File: config.mk
export PLATFORM = sky130hd
export DESIGN_NAME = csr_write_trace
export DESIGN_NICKNAME = d
export VERILOG_FILES = /design/src/hdl/trace_pkg.sv /design/src/hdl/csr_write_trace.sv
export SDC_FILE = /design/constraint.sdc
export NUM_CORES = 1
export LEC_CHECK = 0
export ABC_CLOCK_PERIOD_IN_PS = 5700
export BUFFER_PORTS_ARGS = -buffer_cell sky130_fd_sc_hd__buf_2
export CORE_AREA = 2 2 160 162
export CTS_CLUSTER_DIAMETER = 80
export CTS_CLUSTER_SIZE = 40
export DETAILED_ROUTE_END_ITERATION = 7
export DIE_AREA = 0 0 162 164
export PLACE_DENSITY = 0.52
export SYNTH_ARGS = -nofsm -noshare
export SYNTH_HDL_FRONTEND = slang
export SYNTH_SLANG_ARGS = --single-unit
File: constraint.sdc
create_clock -name clk -period 5.7 [get_ports clk]
set_input_delay 1.14 -clock clk [delete_from_list [all_inputs] [get_ports clk]]
set_output_delay 1.14 -clock clk [all_outputs]
set_load 0.02 [all_outputs]
File: src/hdl/trace_pkg.sv
package trace_pkg;

    typedef logic [63:0] xlen_t;     // data or address word
    typedef logic [11:0] csr_addr_t;
    typedef logic  [6:0] opid_t;     // snapshot table index
    typedef logic  [7:0] dc_tag_t;   // dcache request/response tag
    typedef logic  [7:0] strb_t;     // byte strobe
    typedef logic  [3:0] mem_size_t; // bytes changed by a store
    typedef logic [63:0] counter_t;

    localparam int DEC_WIDTH  = 4;   // decode lanes
    localparam int OPID_DEPTH = 128;
    localparam int ST_SLOTS   = 8;
    localparam int ST_IDX_W   = $clog2(ST_SLOTS);

    typedef logic [ST_IDX_W-1:0] st_idx_t;

    // upper tag nibble of a tracked store
    localparam logic [3:0] STORE_TAG_MARK = 4'b1111;

    // supervisor views of machine CSRs
    localparam csr_addr_t CSR_SSTATUS = 12'h100;
    localparam csr_addr_t CSR_SIE     = 12'h104;
    localparam csr_addr_t CSR_SIP     = 12'h144;

    localparam csr_addr_t SMODE_ALIAS_OFS = 12'h200; // s-mode -> m-mode

    // user read-only counters
    localparam csr_addr_t CSR_CYCLE   = 12'hc00;
    localparam csr_addr_t CSR_TIME    = 12'hc01;
    localparam csr_addr_t CSR_INSTRET = 12'hc02;

    localparam csr_addr_t UCOUNTER_ALIAS_OFS = 12'h100; // user -> machine counter

    localparam csr_addr_t CSR_MCYCLE   = 12'hb00;
    localparam csr_addr_t CSR_MINSTRET = 12'hb02;

endpackage

File: src/hdl/csr_write_trace.sv
`timescale 1ns/100ps

module csr_write_trace (
    input  logic                 clk,
    input  logic                 rst,
    input  logic                 csr_we,
    input  logic                 csr_rqst,
    input  logic                 csr_eout,     // op raised an exception
    input  trace_pkg::csr_addr_t csr_addr,
    input  trace_pkg::xlen_t     csr_wres,
    input  trace_pkg::xlen_t     csr_mcycle,
    input  trace_pkg::xlen_t     csr_minstret,
    output logic                 del_csrw,
    output trace_pkg::csr_addr_t del_csra,
    output trace_pkg::xlen_t     del_csrv,
    output trace_pkg::xlen_t     cmt_mcycle,
    output trace_pkg::xlen_t     cmt_minstret
);

    logic is_smode;
    logic is_ucounter;
    logic hit_mcycle;
    logic hit_minstret;

    assign is_smode = csr_addr == trace_pkg::CSR_SSTATUS ||
                      csr_addr == trace_pkg::CSR_SIE     ||
                      csr_addr == trace_pkg::CSR_SIP;

    assign is_ucounter = csr_addr == trace_pkg::CSR_CYCLE ||
                         csr_addr == trace_pkg::CSR_TIME  ||
                         csr_addr == trace_pkg::CSR_INSTRET;

    // write record uses canonical machine addresses
    always_comb begin
        if (is_smode)
            del_csra = csr_addr + trace_pkg::SMODE_ALIAS_OFS;
        else if (is_ucounter)
            del_csra = csr_addr - trace_pkg::UCOUNTER_ALIAS_OFS;
        else
            del_csra = csr_addr;
    end

    assign del_csrw = csr_we;
    assign del_csrv = csr_wres;

    assign hit_mcycle   = csr_rqst && (csr_addr == trace_pkg::CSR_MCYCLE ||
                                       csr_addr == trace_pkg::CSR_CYCLE);
    assign hit_minstret = csr_rqst && (csr_addr == trace_pkg::CSR_MINSTRET ||
                                       csr_addr == trace_pkg::CSR_INSTRET);

    // counter value the op actually saw
    always_ff @(posedge clk) begin
        if (rst) begin
            cmt_mcycle <= '0;
        end else if (hit_mcycle) begin
            cmt_mcycle <= csr_eout ? csr_mcycle : csr_wres;
        end
    end

    always_ff @(posedge clk) begin
        if (rst) begin
            cmt_minstret <= '0;
        end else if (hit_minstret) begin
            cmt_minstret <= csr_eout ? csr_minstret : csr_wres;
        end
    end

endmodule

==> results of run 1 <==
-- flip-flops by register name, indices dropped and copies added (netlist names) --
signal        cells
cmt_minstret     64
cmt_mcycle       64
-- layer usage --
layer,vias up,part of all wire [%]
met4,0,1.2
met3,12,5.1
met2,179,49
met5,-,0
met1,2838,45
li1,3028,-
-- area by class of cell --
cell class | count | share of cell area (%)
clock buffer | 21 | 5.26
sequential | 128 | 28.1
inverter | 5 | 0.206
timing repair buffer | 417 | 23.5
clock inverter | 11 | 1.67
multi-input combinational | 414 | 36.7
tap | 330 | 4.52
-- synthesized netlist by cell type, drive strengths merged, types with 2 or more instances --
cell | n | area (um2)
a211oi | 128 | 1240
mux2i | 128 | 1280
a22o | 2 | 17.5
nand2 | 2 | 7.51
inv | 5 | 18.8
nand4bb | 2 | 22.5
clkbuf | 33 | 124
nor2 | 66 | 248
ha | 6 | 75.1
a21oi | 64 | 320
nand2b | 2 | 12.5
buf | 103 | 758
dfxtp | 128 | 2560
-- critical path, stage by stage --
cell	delay, ns
buf_2	0.11
or4_4	0.58
nand4bb_1	0.36
a211o_1	0.30
a22o_1	0.17
buf_2	0.15
-- kinds of logic after synthesis --
logic type | after synthesis | synth area share, %
AOI/OAI and AO/OA | 198 | 23.7
xor gates and xnor gates | 1 | 0.129
adders and majority gates | 6 | 1.10
buffers and inverters | 141 | 13.2
DFF | 128 | 37.7
muxes | 129 | 19.0
and+or+nand+nor | 80 | 5.19
-- per-stage QoR --
stage	util (%)	setup slack (ns)	hold slack (ns)
finish	36.8	1.75	0.496
global route	36.8	1.59	0.511
CTS	36.8	1.76	0.501
detailed placement	34.2	1.76	0.492
global placement	34.2	1.75	0.486
floorplan	-	1.83	0.571
-- worst min path at each step --
stage                           startpoint               end  slack [ns]  cells after the start
after floorplan            cmt_minstret[0]   cmt_minstret[0]        0.57                      2
after global placement     cmt_minstret[3]   cmt_minstret[3]        0.49                      2
after detailed placement   cmt_minstret[4]   cmt_minstret[4]        0.49                      2
after CTS                  cmt_minstret[0]   cmt_minstret[0]        0.50                      2
after global routing      cmt_minstret[63]  cmt_minstret[63]        0.51                      2
final                      cmt_minstret[0]   cmt_minstret[0]        0.50                      2
-- power by group through the flow --
stage / Combinational (W) / Clock, W / Sequential [W]
2_1_floorplan: 0.000186 / 0 / 0.000915
3_3_place_gp: 0.000290 / 0 / 0.000915
3_5_place_dp: 0.000289 / 0 / 0.000915
4_1_cts: 0.000291 / 0.00120 / 0.000895
5_1_grt: 0.000311 / 0.00125 / 0.000894
6_report: 0.000288 / 0.00117 / 0.000895
==> key figures, run 1 <==
Run status
  • Status: complete, no violations

Power
  • Leakage power: 4.26 nW
  • Peak supply drop: 0.128 mV
  • Clk pwr share: 49.6%
  • Switching Fraction: 25.3%
  • Cell Int Power: 0.00176 W
  • Net Sw Power: 0.000593 W
  • Total power: 0.00235 W
  • Seq pwr share: 38.1%
  • P per Cell Area: 257 nW/um2
  • Comb power frac: 12.2%

Timing
  • # setup viols final: 0
  • Final Skew: 0 ns
  • Fmax: 253 MHz
  • Max-slew violations: 0
  • Final hold vios: 0
  • Max-slew headroom: 42.2%
  • Fin crit share: 69.3%
  • Post-layout min period: 3.95 ns
  • Worst-Margin Slew: 0.867 ns
  • RSZ-0062 raised after global routing: no
  • Sum Neg Setup Slack: 0 ns

Setup path
  • CP required: 4.56 ns
  • Reg2reg setup slack: 4.96 ns
  • CP endpoint kind: output pin
  • WP data arrival: 2.81 ns
  • CP max FO: 5
  • Worst R2R Path Depth: 2
  • FF-to-FF End: cmt_mcycle[50]
  • Crit path to: del_csra[11]
  • Crit path launch: csr_addr[3]
  • Critical path class: primary input to output pin
  • CP Launch Type: primary input
  • RR Startpoint: cmt_mcycle[50]

Layout
  • Fin area: 9130 um2
  • Register area: 2560 um2
  • Commonest non-fill, non-tap cell in the layout: buf_2
  • Layout Nets: 1198
  • Fill cell count: 2616
  • Antenna diode count: 0
  • Area of the multi-input gates: 3360 um2
  • Finished Layout Cells: 1326
  • Fraction of layout cells with a size suffix above 1: 51.3%
  • P&R area growth vs syn: 34.2%
  • Most frequent cells in the layout: buf_2, mux2i_1, dfxtp_1

Drt
  • Number of DRC markers in iteration 0: 234
  • # DRC: 0
  • Vias per inst: 4.57
  • DRT Pass-1 Iters: 6
  • Final ANT Viol Nets: 0
  • Final WL: 22000 um
  • Vias: 6057
  • WL per Instance: 16.6 um

Worst hold path
  • Hold Crit Class: flop to flop

Global route
  • Met1 Use GR: 20.6%
  • Vias in the first global route: 5846
  • Initial antenna violation count: 0
  • GR Util met2: 26.7%
  • GRT met3 Usage: 3.51%
  • Layer with the highest usage: met2
  • Largest net degree at the start of global routing: 129
  • GR Overflow Total: 0
  • Global-route wire length before repair: 33100 um
  • Gr usage total: 15.8%

Placement
  • Area after DPL: 8500 um2
  • DP Cell Count: 1294
  • Gpl congestion: 0.797
  • Port Buffers: 411
  • Post-DP HPWL: 15800 um

Clock network
  • Number of H-tree levels: 4
  • Clk slew on worst S/H paths: 0.06 ns
  • Post-CTS Setup Inserts: 0
  • Hold buffers post-CTS: 0
  • CTS tree: yes
  • Sink Count: 128
  • Cts repair resizes: 0
  • CTS buffer count: 17
  • Max Root-Sink Buffers: 2
  • Root buf cell: clkbuf_16
  • Skew-Pair Late Insertion Delay: 0.40 ns

Logic synthesis
  • Yosys cell types: 30
  • Most used DFF post-synth: dfxtp_1
  • Flops & latches, synth: 128
  • Sequential-to-total area share from yosys stat: 37.7%
  • Synthesized cell area: 6800 um2
  • Synthesis warning total: 0
  • Post-Syn Nets: 898
  • EDFF count, synth: 0
  • Avg Inst Size Synth: 9.96 um2
  • Cells after Synth: 683
  • Asr flop ratio synth: 0%

Floorplan
  • Starting Density: 27.4%
  • Die Y-Extent: 164 um
  • FP Rows: 58
  • Core area: 24800 um2
  • Full die area: 26600 um2
  • I/O pin count: 414
  • Die Width: 162 um

Job
  • Max-Cap Viols: 0
Power figures use the tool's default switching activity.
==> run 2: changes to the inputs <==
--- a/config.mk
+++ b/config.mk
@@ -5,14 +5,15 @@
 export SDC_FILE = /design/constraint.sdc
 export NUM_CORES = 1
 export LEC_CHECK = 0
-export ABC_CLOCK_PERIOD_IN_PS = 5700
+export ABC_AREA = 1
+export ABC_CLOCK_PERIOD_IN_PS = 3600
 export BUFFER_PORTS_ARGS = -buffer_cell sky130_fd_sc_hd__buf_2
 export CORE_AREA = 2 2 160 162
 export CTS_CLUSTER_DIAMETER = 80
 export CTS_CLUSTER_SIZE = 40
 export DETAILED_ROUTE_END_ITERATION = 7
 export DIE_AREA = 0 0 162 164
-export PLACE_DENSITY = 0.52
+export PLACE_DENSITY = 0.54
 export SYNTH_ARGS = -nofsm -noshare
 export SYNTH_HDL_FRONTEND = slang
 export SYNTH_SLANG_ARGS = --single-unit
==> constraint.sdc (replaced) <==
create_clock -name clk -period 3.6 [get_ports clk]
set_input_delay 0.72 -clock clk [delete_from_list [all_inputs] [get_ports clk]]
set_output_delay 0.72 -clock clk [all_outputs]
set_load 0.02 [all_outputs]
==> run 2 against run 1 <==
Effect of this change: flip-flop and latch count stayed put; combinational power is 59% higher; global-route usage is 1.5 points higher; area after synthesis is 0.74% higher; first-iteration DRC count is 82% higher; routed wire length is 10% higher; hold slack worse by 0.022 ns; clock-buffer cell count is 2 lower; die area stayed put; design area is 0.79% lower; largest cell class unchanged.
==> key figures, run 2 <==
Logic synthesis
  • Synthesized cell area: 6850 um2 (+0.74%)
  • Most numerous cell in the Yosys netlist: nand2_1
  • Post-Syn Nets: 1252 (+39%)
  • Most used DFF post-synth: dfxtp_1
  • Share of the synthesized area in the top cell type: 37.4% (-0.28 points)
  • Yosys cell types: 26 (-13%)
  • Mux share of post-synthesis cell area: 0% (-19 points)
  • Post-synth top cells: nand2_1, nor2_1, dfxtp_1
  • Simple-Gate Fraction of Synth Area: 33.4% (+28 points)
  • EDFF count, synth: 0 (unchanged)
  • Yosys top cell by area: dfxtp_1
  • Synth Area in Compound Gates: 12.5% (-11 points)
  • Flops & latches, synth: 128 (unchanged)
  • Synth Area in Adders: 1.10% (-0.0081 points)
  • Cells after Synth: 1037 (+52%)
  • Largest family of logic cells by synthesized area: simple AND/OR/NAND/NOR gates
  • Asr flop ratio synth: 0% (unchanged)
  • Synth Area in XOR/XNOR: 0.256% (+0.13 points)
  • Synthesis warning total: 0 (unchanged)
  • Synth area leaders: dfxtp_1, nand2_1, buf_4
  • Sequential-to-total area share from yosys stat: 37.4% (-0.28 points)
  • Avg Inst Size Synth: 6.61 um2 (-34%)

Clock network
  • Root buf cell: clkbuf_16
  • CTS tree: yes
  • Sink Count: 128 (unchanged)
  • Skew-Pair Late Insertion Delay: 0.41 ns (about the same)
  • CTS buffer count: 17 (unchanged)
  • Hold buffers post-CTS: 0 (unchanged)
  • Clk slew on worst S/H paths: 0.06 ns (about the same)
  • Cts repair resizes: 0 (unchanged)
  • Post-CTS Setup Inserts: 0 (unchanged)
  • Max Root-Sink Buffers: 2 (unchanged)
  • Number of H-tree levels: 4 (unchanged)

Floorplan
  • FP Rows: 58 (unchanged)
  • Full die area: 26600 um2 (unchanged)
  • Die Width: 162 um (unchanged)
  • I/O pin count: 414 (unchanged)
  • Die Y-Extent: 164 um (unchanged)
  • Core area: 24800 um2 (unchanged)
  • Starting Density: 27.6% (+0.20 points)

Drt
  • Final ANT Viol Nets: 0 (unchanged)
  • Final WL: 24200 um (+10%)
  • # DRC: 0 (unchanged)
  • DR top layer: met5
  • DRT Pass-1 Iters: 6 (unchanged)
  • WL met2: 11500 um (+6.6%)
  • Met1 Wirelength: 10600 um (+7.3%)
  • Number of DRC markers in iteration 0: 426 (+82%)
  • Vias: 7644 (+26%)
  • Met3 WL: 1840 um (+65%)
  • WL per Instance: 14.5 um (-13%)
  • Vias per inst: 4.58 (+0.21%)

Power
  • P per Cell Area: 389 nW/um2 (+51%)
  • Comb power frac: 13.0% (+0.8 points)
  • Cell Int Power: 0.00255 W (+45%)
  • Total power: 0.00352 W (+50%)
  • Seq pwr share: 40.2% (+2.1 points)
  • Net Sw Power: 0.000971 W (+64%)
  • Peak supply drop: 0.226 mV (+76%)
  • Leakage power: 4.74 nW (+11%)
  • Switching Fraction: 27.6% (+2.3 points)
  • Clk pwr share: 46.8% (-2.8 points)

Timing
  • Worst-Margin Slew: 0.943 ns (+0.0768 ns)
  • Sum Neg Setup Slack: 0 ns (unchanged)
  • Fmax: 351 MHz
  • Post-layout min period: 2.85 ns
  • Max-slew violations: 0 (unchanged)
  • Final hold vios: 0 (unchanged)
  • RSZ-0062 raised after global routing: no
  • # setup viols final: 0 (unchanged)
  • Max-slew headroom: 37.1% (-5.1 points)
  • Final Skew: 0 ns (unchanged)
  • Fin crit share: 79.1%

Placement
  • Post-DP HPWL: 17300 um (+9.9%)
  • Area after DPL: 8490 um2 (about the same)
  • Gpl congestion: 0.852 (+6.9%)
  • DP Cell Count: 1638 (+27%)
  • Port Buffers: 411 (unchanged)

Layout
  • Largest registers: cmt_mcycle (64), cmt_minstret (64)
  • Fraction of layout cells with a size suffix above 1: 34.4% (-17 points)
  • Finished Layout Cells: 1670 (+26%)
  • P&R area growth vs syn: 32.2%
  • Fin area: 9060 um2 (-0.79%)
  • Commonest non-fill, non-tap cell in the layout: buf_2
  • Layout Nets: 1542 (+29%)
  • Antenna diode count: 0 (unchanged)
  • Fill cell count: 2803 (+7.1%)
  • Most frequent cells in the layout: buf_2, nand2_1, nor2_1

Global route
  • Largest net degree at the start of global routing: 129 (unchanged)
  • Vias in the first global route: 6673 (+14%)
  • Global-route wire length before repair: 36500 um (+10%)
  • Initial antenna violation count: 1 (+1)
  • Gr usage total: 17.4% (+1.5 points)
  • GR Overflow Total: 0 (unchanged)

Worst hold path
  • Hold Crit Class: flop to flop

Setup path
  • CP required: 2.88 ns (-1.68 ns)
  • WP data arrival: 2.13 ns (-0.68 ns)
  • Critical path class: primary input to output pin
  • CP Launch Type: primary input
  • Reg2reg setup slack: 2.93 ns (-2.03 ns)
  • CP max FO: 6 (+1)
  • CP endpoint kind: output pin

Job
  • Max-Cap Viols: 0 (unchanged)

Run status
  • Status: complete, no violations
==> run 2: changes by cell type in the layout (fill, tap and decap cells not counted), sizes merged, moves of 17 or more <==
cell,change
mux2i,-128
nor2,+112
nand2,+304
o21ai,+65
nand4,+52
a21oi,+37
inv,+22
a211oi,-128
nand3,+17
==> run 2: cell families after synthesis <==
kind of cell / after synthesis
AOI/OAI and AO/OA: 168
xor gates and xnor gates: 2
DFF: 128
buffers and inverters: 175
and+or+nand+nor: 558
adders and majority gates: 6
==> run 2: worst max-delay path, cell delays in order <==
cell,delay [ns]
buf_2,0.11
inv_1,0.15
ha_1,0.17
nor3b_1,0.31
nor3b_1,0.23
nor2_1,0.09
inv_1,0.08
nand2_1,0.05
nand2_1,0.06
buf_2,0.16
==> run 2: final timing paths <==
check              startpoint                to  cells after the start
max               csr_addr[9]       del_csra[9]                     10
min          cmt_minstret[15]  cmt_minstret[15]                      2
max reg2reg     cmt_mcycle[3]     cmt_mcycle[3]                      2
min reg2reg  cmt_minstret[15]  cmt_minstret[15]                      2
==> run 2: through the flow <==
stage / worst slack, ns / hold WS, ns / util (%)
2_1_floorplan: 1.01 / 0.561 / -
3_3_place_gp: 0.815 / 0.455 / 34.2
3_5_place_dp: 0.785 / 0.462 / 34.2
4_1_cts: 0.777 / 0.477 / 36.5
5_1_grt: 0.572 / 0.493 / 36.5
6_report: 0.753 / 0.474 / 36.5
==> run 2: layout make-up <==
cell class / count / area (um2) / area share (%)
Multi-Input combinational cell: 734 / 3250 / 35.8
Sequential cell: 128 / 2560 / 28.3
Timing Repair Buffer: 419 / 2170 / 24.0
Clock buffer: 19 / 433 / 4.78
Tap cell: 330 / 413 / 4.56
Clock inverter: 13 / 133 / 1.46
Inverter: 27 / 103 / 1.13
==> run 2: metal layers <==
layer  global-route usage (%)  vias to the layer above
li1                         -                     3874
met1                     22.5                     3474
met2                     28.6                      275
met3                     4.55                       19
met4                     4.79                        2
met5                        0                        -
==> run 2: power groups by stage <==
stage	Combinational, W	Clock [W]	Sequential, W
2_1_floorplan	0.000298	0	0.00145
3_3_place_gp	0.000460	0	0.00145
3_5_place_dp	0.000459	0	0.00145
4_1_cts	0.000461	0.00170	0.00142
5_1_grt	0.000510	0.00177	0.00142
6_report	0.000458	0.00165	0.00142
==> run 3: changes to the inputs <==
--- a/config.mk
+++ b/config.mk
@@ -6,14 +6,14 @@
 export NUM_CORES = 1
 export LEC_CHECK = 0
 export ABC_AREA = 1
-export ABC_CLOCK_PERIOD_IN_PS = 3600
+export ABC_CLOCK_PERIOD_IN_PS = 3000
 export BUFFER_PORTS_ARGS = -buffer_cell sky130_fd_sc_hd__buf_2
-export CORE_AREA = 2 2 160 162
+export CORE_AREA = 2 2 162 164
 export CTS_CLUSTER_DIAMETER = 80
 export CTS_CLUSTER_SIZE = 40
 export DETAILED_ROUTE_END_ITERATION = 7
-export DIE_AREA = 0 0 162 164
-export PLACE_DENSITY = 0.54
+export DIE_AREA = 0 0 164 166
+export PLACE_DENSITY = 0.51
 export SYNTH_ARGS = -nofsm -noshare
 export SYNTH_HDL_FRONTEND = slang
 export SYNTH_SLANG_ARGS = --single-unit
==> constraint.sdc (replaced) <==
create_clock -name clk -period 3 [get_ports clk]
set_input_delay 0.6 -clock clk [delete_from_list [all_inputs] [get_ports clk]]
set_output_delay 0.6 -clock clk [all_outputs]
set_load 0.02 [all_outputs]
==> run 3 against run 2 <==
Effect of this change: sequential share of layout area fell by 0.31 points; setup slack got worse by 0.35 ns; non-clock buffer count rose by 4; clock-buffer cell count did not move; critical endpoint unchanged.
==> key figures, run 3 (synthesized netlist as in run 2, its figures left out) <==
Clock network
  • Hold buffers post-CTS: 0 (unchanged)
  • CTS tree: yes
  • CTS buffer count: 17 (unchanged)
  • Number of H-tree levels: 4 (unchanged)
  • Root buf cell: clkbuf_16
  • Post-CTS Setup Inserts: 0 (unchanged)
  • Max Root-Sink Buffers: 2 (unchanged)
  • Cts repair resizes: 0 (unchanged)
  • Skew-Pair Late Insertion Delay: 0.40 ns (about the same)
  • Clk slew on worst S/H paths: 0.06 ns (about the same)
  • Sink Count: 128 (unchanged)

Drt
  • WL per Instance: 14.7 um (+1.5%)
  • # DRC: 0 (unchanged)
  • Final ANT Viol Nets: 0 (unchanged)
  • Final WL: 24700 um (+2.0%)
  • Vias: 7545 (-1.3%)
  • Vias per inst: 4.50 (-1.8%)
  • DRT Pass-1 Iters: 4 (-2)
  • Number of DRC markers in iteration 0: 403 (-5.4%)

Layout
  • Largest registers: cmt_mcycle (64), cmt_minstret (64)
  • Commonest non-fill, non-tap cell in the layout: buf_2
  • Final core utilization: 35.7% (-0.75 points)
  • Most frequent cells in the layout: buf_2, nand2_1, nor2_1
  • P&R area growth vs syn: 33.6%
  • Layout Nets: 1546 (+0.26%)
  • Fill cell count: 2863 (+2.1%)
  • Register area: 2560 um2 (unchanged)
  • Fraction of layout cells with a size suffix above 1: 34.6% (+0.22 points)
  • Antenna diode count: 0 (unchanged)
  • Area of the multi-input gates: 3250 um2 (unchanged)

Job
  • Max-Cap Viols: 0 (unchanged)

Power
  • Leakage power: 4.80 nW (+1.2%)
  • Total power: 0.00431 W (+22%)
  • Peak supply drop: 0.268 mV (+18%)
  • P per Cell Area: 470 nW/um2 (+21%)

Setup path
  • Critical path class: primary input to output pin
  • CP max FO: 6 (unchanged)
  • RR Startpoint: cmt_mcycle[1]
  • CP endpoint kind: output pin
  • Slowest-stage cell, CP: nor3b_1
  • Crit-path cells: buf_2, inv_1, ha_1, nor3b_1, nor3b_1, nor2_1, inv_1, nand2_1, nand2_1, buf_2
  • Slowest Stage Delay on Critical Path: 0.29 ns (-0.02 ns)
  • FF-to-FF End: cmt_mcycle[1]
  • CP required: 2.40 ns (-0.48 ns)
  • WP data arrival: 1.99 ns (-0.14 ns)
  • CP Launch Type: primary input
  • Worst R2R Path Depth: 2 (unchanged)
  • Reg2reg setup slack: 2.33 ns (-0.60 ns)

Timing
  • Fmax: 386 MHz
  • Final hold vios: 0 (unchanged)
  • # setup viols final: 0 (unchanged)
  • Fin Hold WS: 0.473 ns (-0.00152 ns)
  • Post-layout min period: 2.59 ns
  • Sum Neg Setup Slack: 0 ns (unchanged)
  • Final Skew: 0 ns (unchanged)
  • Max-slew violations: 0 (unchanged)
  • Max-slew headroom: 55.3% (+18 points)
  • Worst-Margin Slew: 0.671 ns (-0.272 ns)
  • Fin crit share: 86.4%
  • RSZ-0062 raised after global routing: no

Worst hold path
  • Number of instances on the worst hold path: 2 (unchanged)
  • WHS Endpoint: cmt_minstret[26]
  • HP Start: cmt_minstret[26]
  • Hold Crit Class: flop to flop

Placement
  • Gpl congestion: 0.899 (+5.6%)
  • Port Buffers: 411 (unchanged)
  • Post-DP HPWL: 17600 um (+1.7%)

Floorplan
  • Starting Density: 26.8% (-0.86 points)
  • Die Y-Extent: 166 um (+1.2%)
  • Full die area: 27200 um2 (+2.5%)
  • Core area: 25600 um2 (+3.2%)
  • Die Width: 164 um (+1.2%)
  • I/O pin count: 414 (unchanged)
  • FP Rows: 59 (+1.7%)

Global route
  • Vias in the first global route: 6728 (+0.82%)
  • Largest net degree at the start of global routing: 129 (unchanged)
  • GR Overflow Total: 0 (unchanged)
  • Gr usage total: 17.3% (-0.12 points)
  • Initial antenna violation count: 0 (-1)
  • Global-route wire length before repair: 37100 um (+1.8%)

Run status
  • Status: complete, no violations
==> run 3: changes by cell type in the layout (fill, tap and decap cells not counted) <==
cell / delta
clkinv_2: +3
buf_12: +4
bufinv_16: +1
clkinvlp_4: -3
clkbuf_8: +1
clkinv_4: -1
inv_8: -1
clkbuf_1: -1
==> run 3: through the flow <==
stage | cells | setup slack (ns) | instance area, um2
after global placement | 1647 | 0.420 | 8580
after floorplan | 1037 | 0.650 | 6850
after global routing | 1678 | 0.186 | 9160
after detailed placement | 1647 | 0.424 | 8580
after CTS | 1678 | 0.413 | 9160
final | 1678 | 0.407 | 9160
==> run 3: layout make-up <==
cell class	instances	area share, %
Multi-Input combinational cell	734	35.4
Sequential cell	128	28.0
Timing Repair Buffer	423	24.6
Clock buffer	19	4.84
Tap cell	335	4.58
Clock inverter	12	1.48
Inverter	27	1.12
==> run 3: worst max-delay path, delay by kind of cell <==
family | cells | cell delay, ns
AND/OR/NAND/NOR | 5 | 0.73
adder cells (fa/ha/maj) | 1 | 0.17
buffers and inverters | 4 | 0.50
==> run 3: layer usage <==
metal  vias up  share of wire, %  routed length, um  global-route usage [%]
li1       3867                 -                  -                       -
met1      3442                45              11200                    22.9
met2       227                48              11800                    28.7
met3         9               6.0               1480                    4.05
met4         0              0.78                193                    3.43
met5         -                 0                  0                       0
==> run 3: how the worst max path moves through the flow <==
stage,from,endpoint,slack [ns],depth (start not counted)
final,csr_addr[9],del_csra[9],0.41,10
after global routing,csr_addr[9],del_csra[11],0.19,10
after CTS,csr_addr[9],del_csra[9],0.41,10
after detailed placement,csr_addr[9],del_csra[9],0.42,10
after global placement,csr_addr[9],del_csra[9],0.42,10
after floorplan,csr_addr[9],del_csra[10],0.65,6
==> run 3: power by group <==
part | switching [W] | internal (W) | total (W)
clock | 0.000804 | 0.00125 | 0.00205
sequential | 0.000000300 | 0.00170 | 0.00170
combinational | 0.000341 | 0.000213 | 0.000554
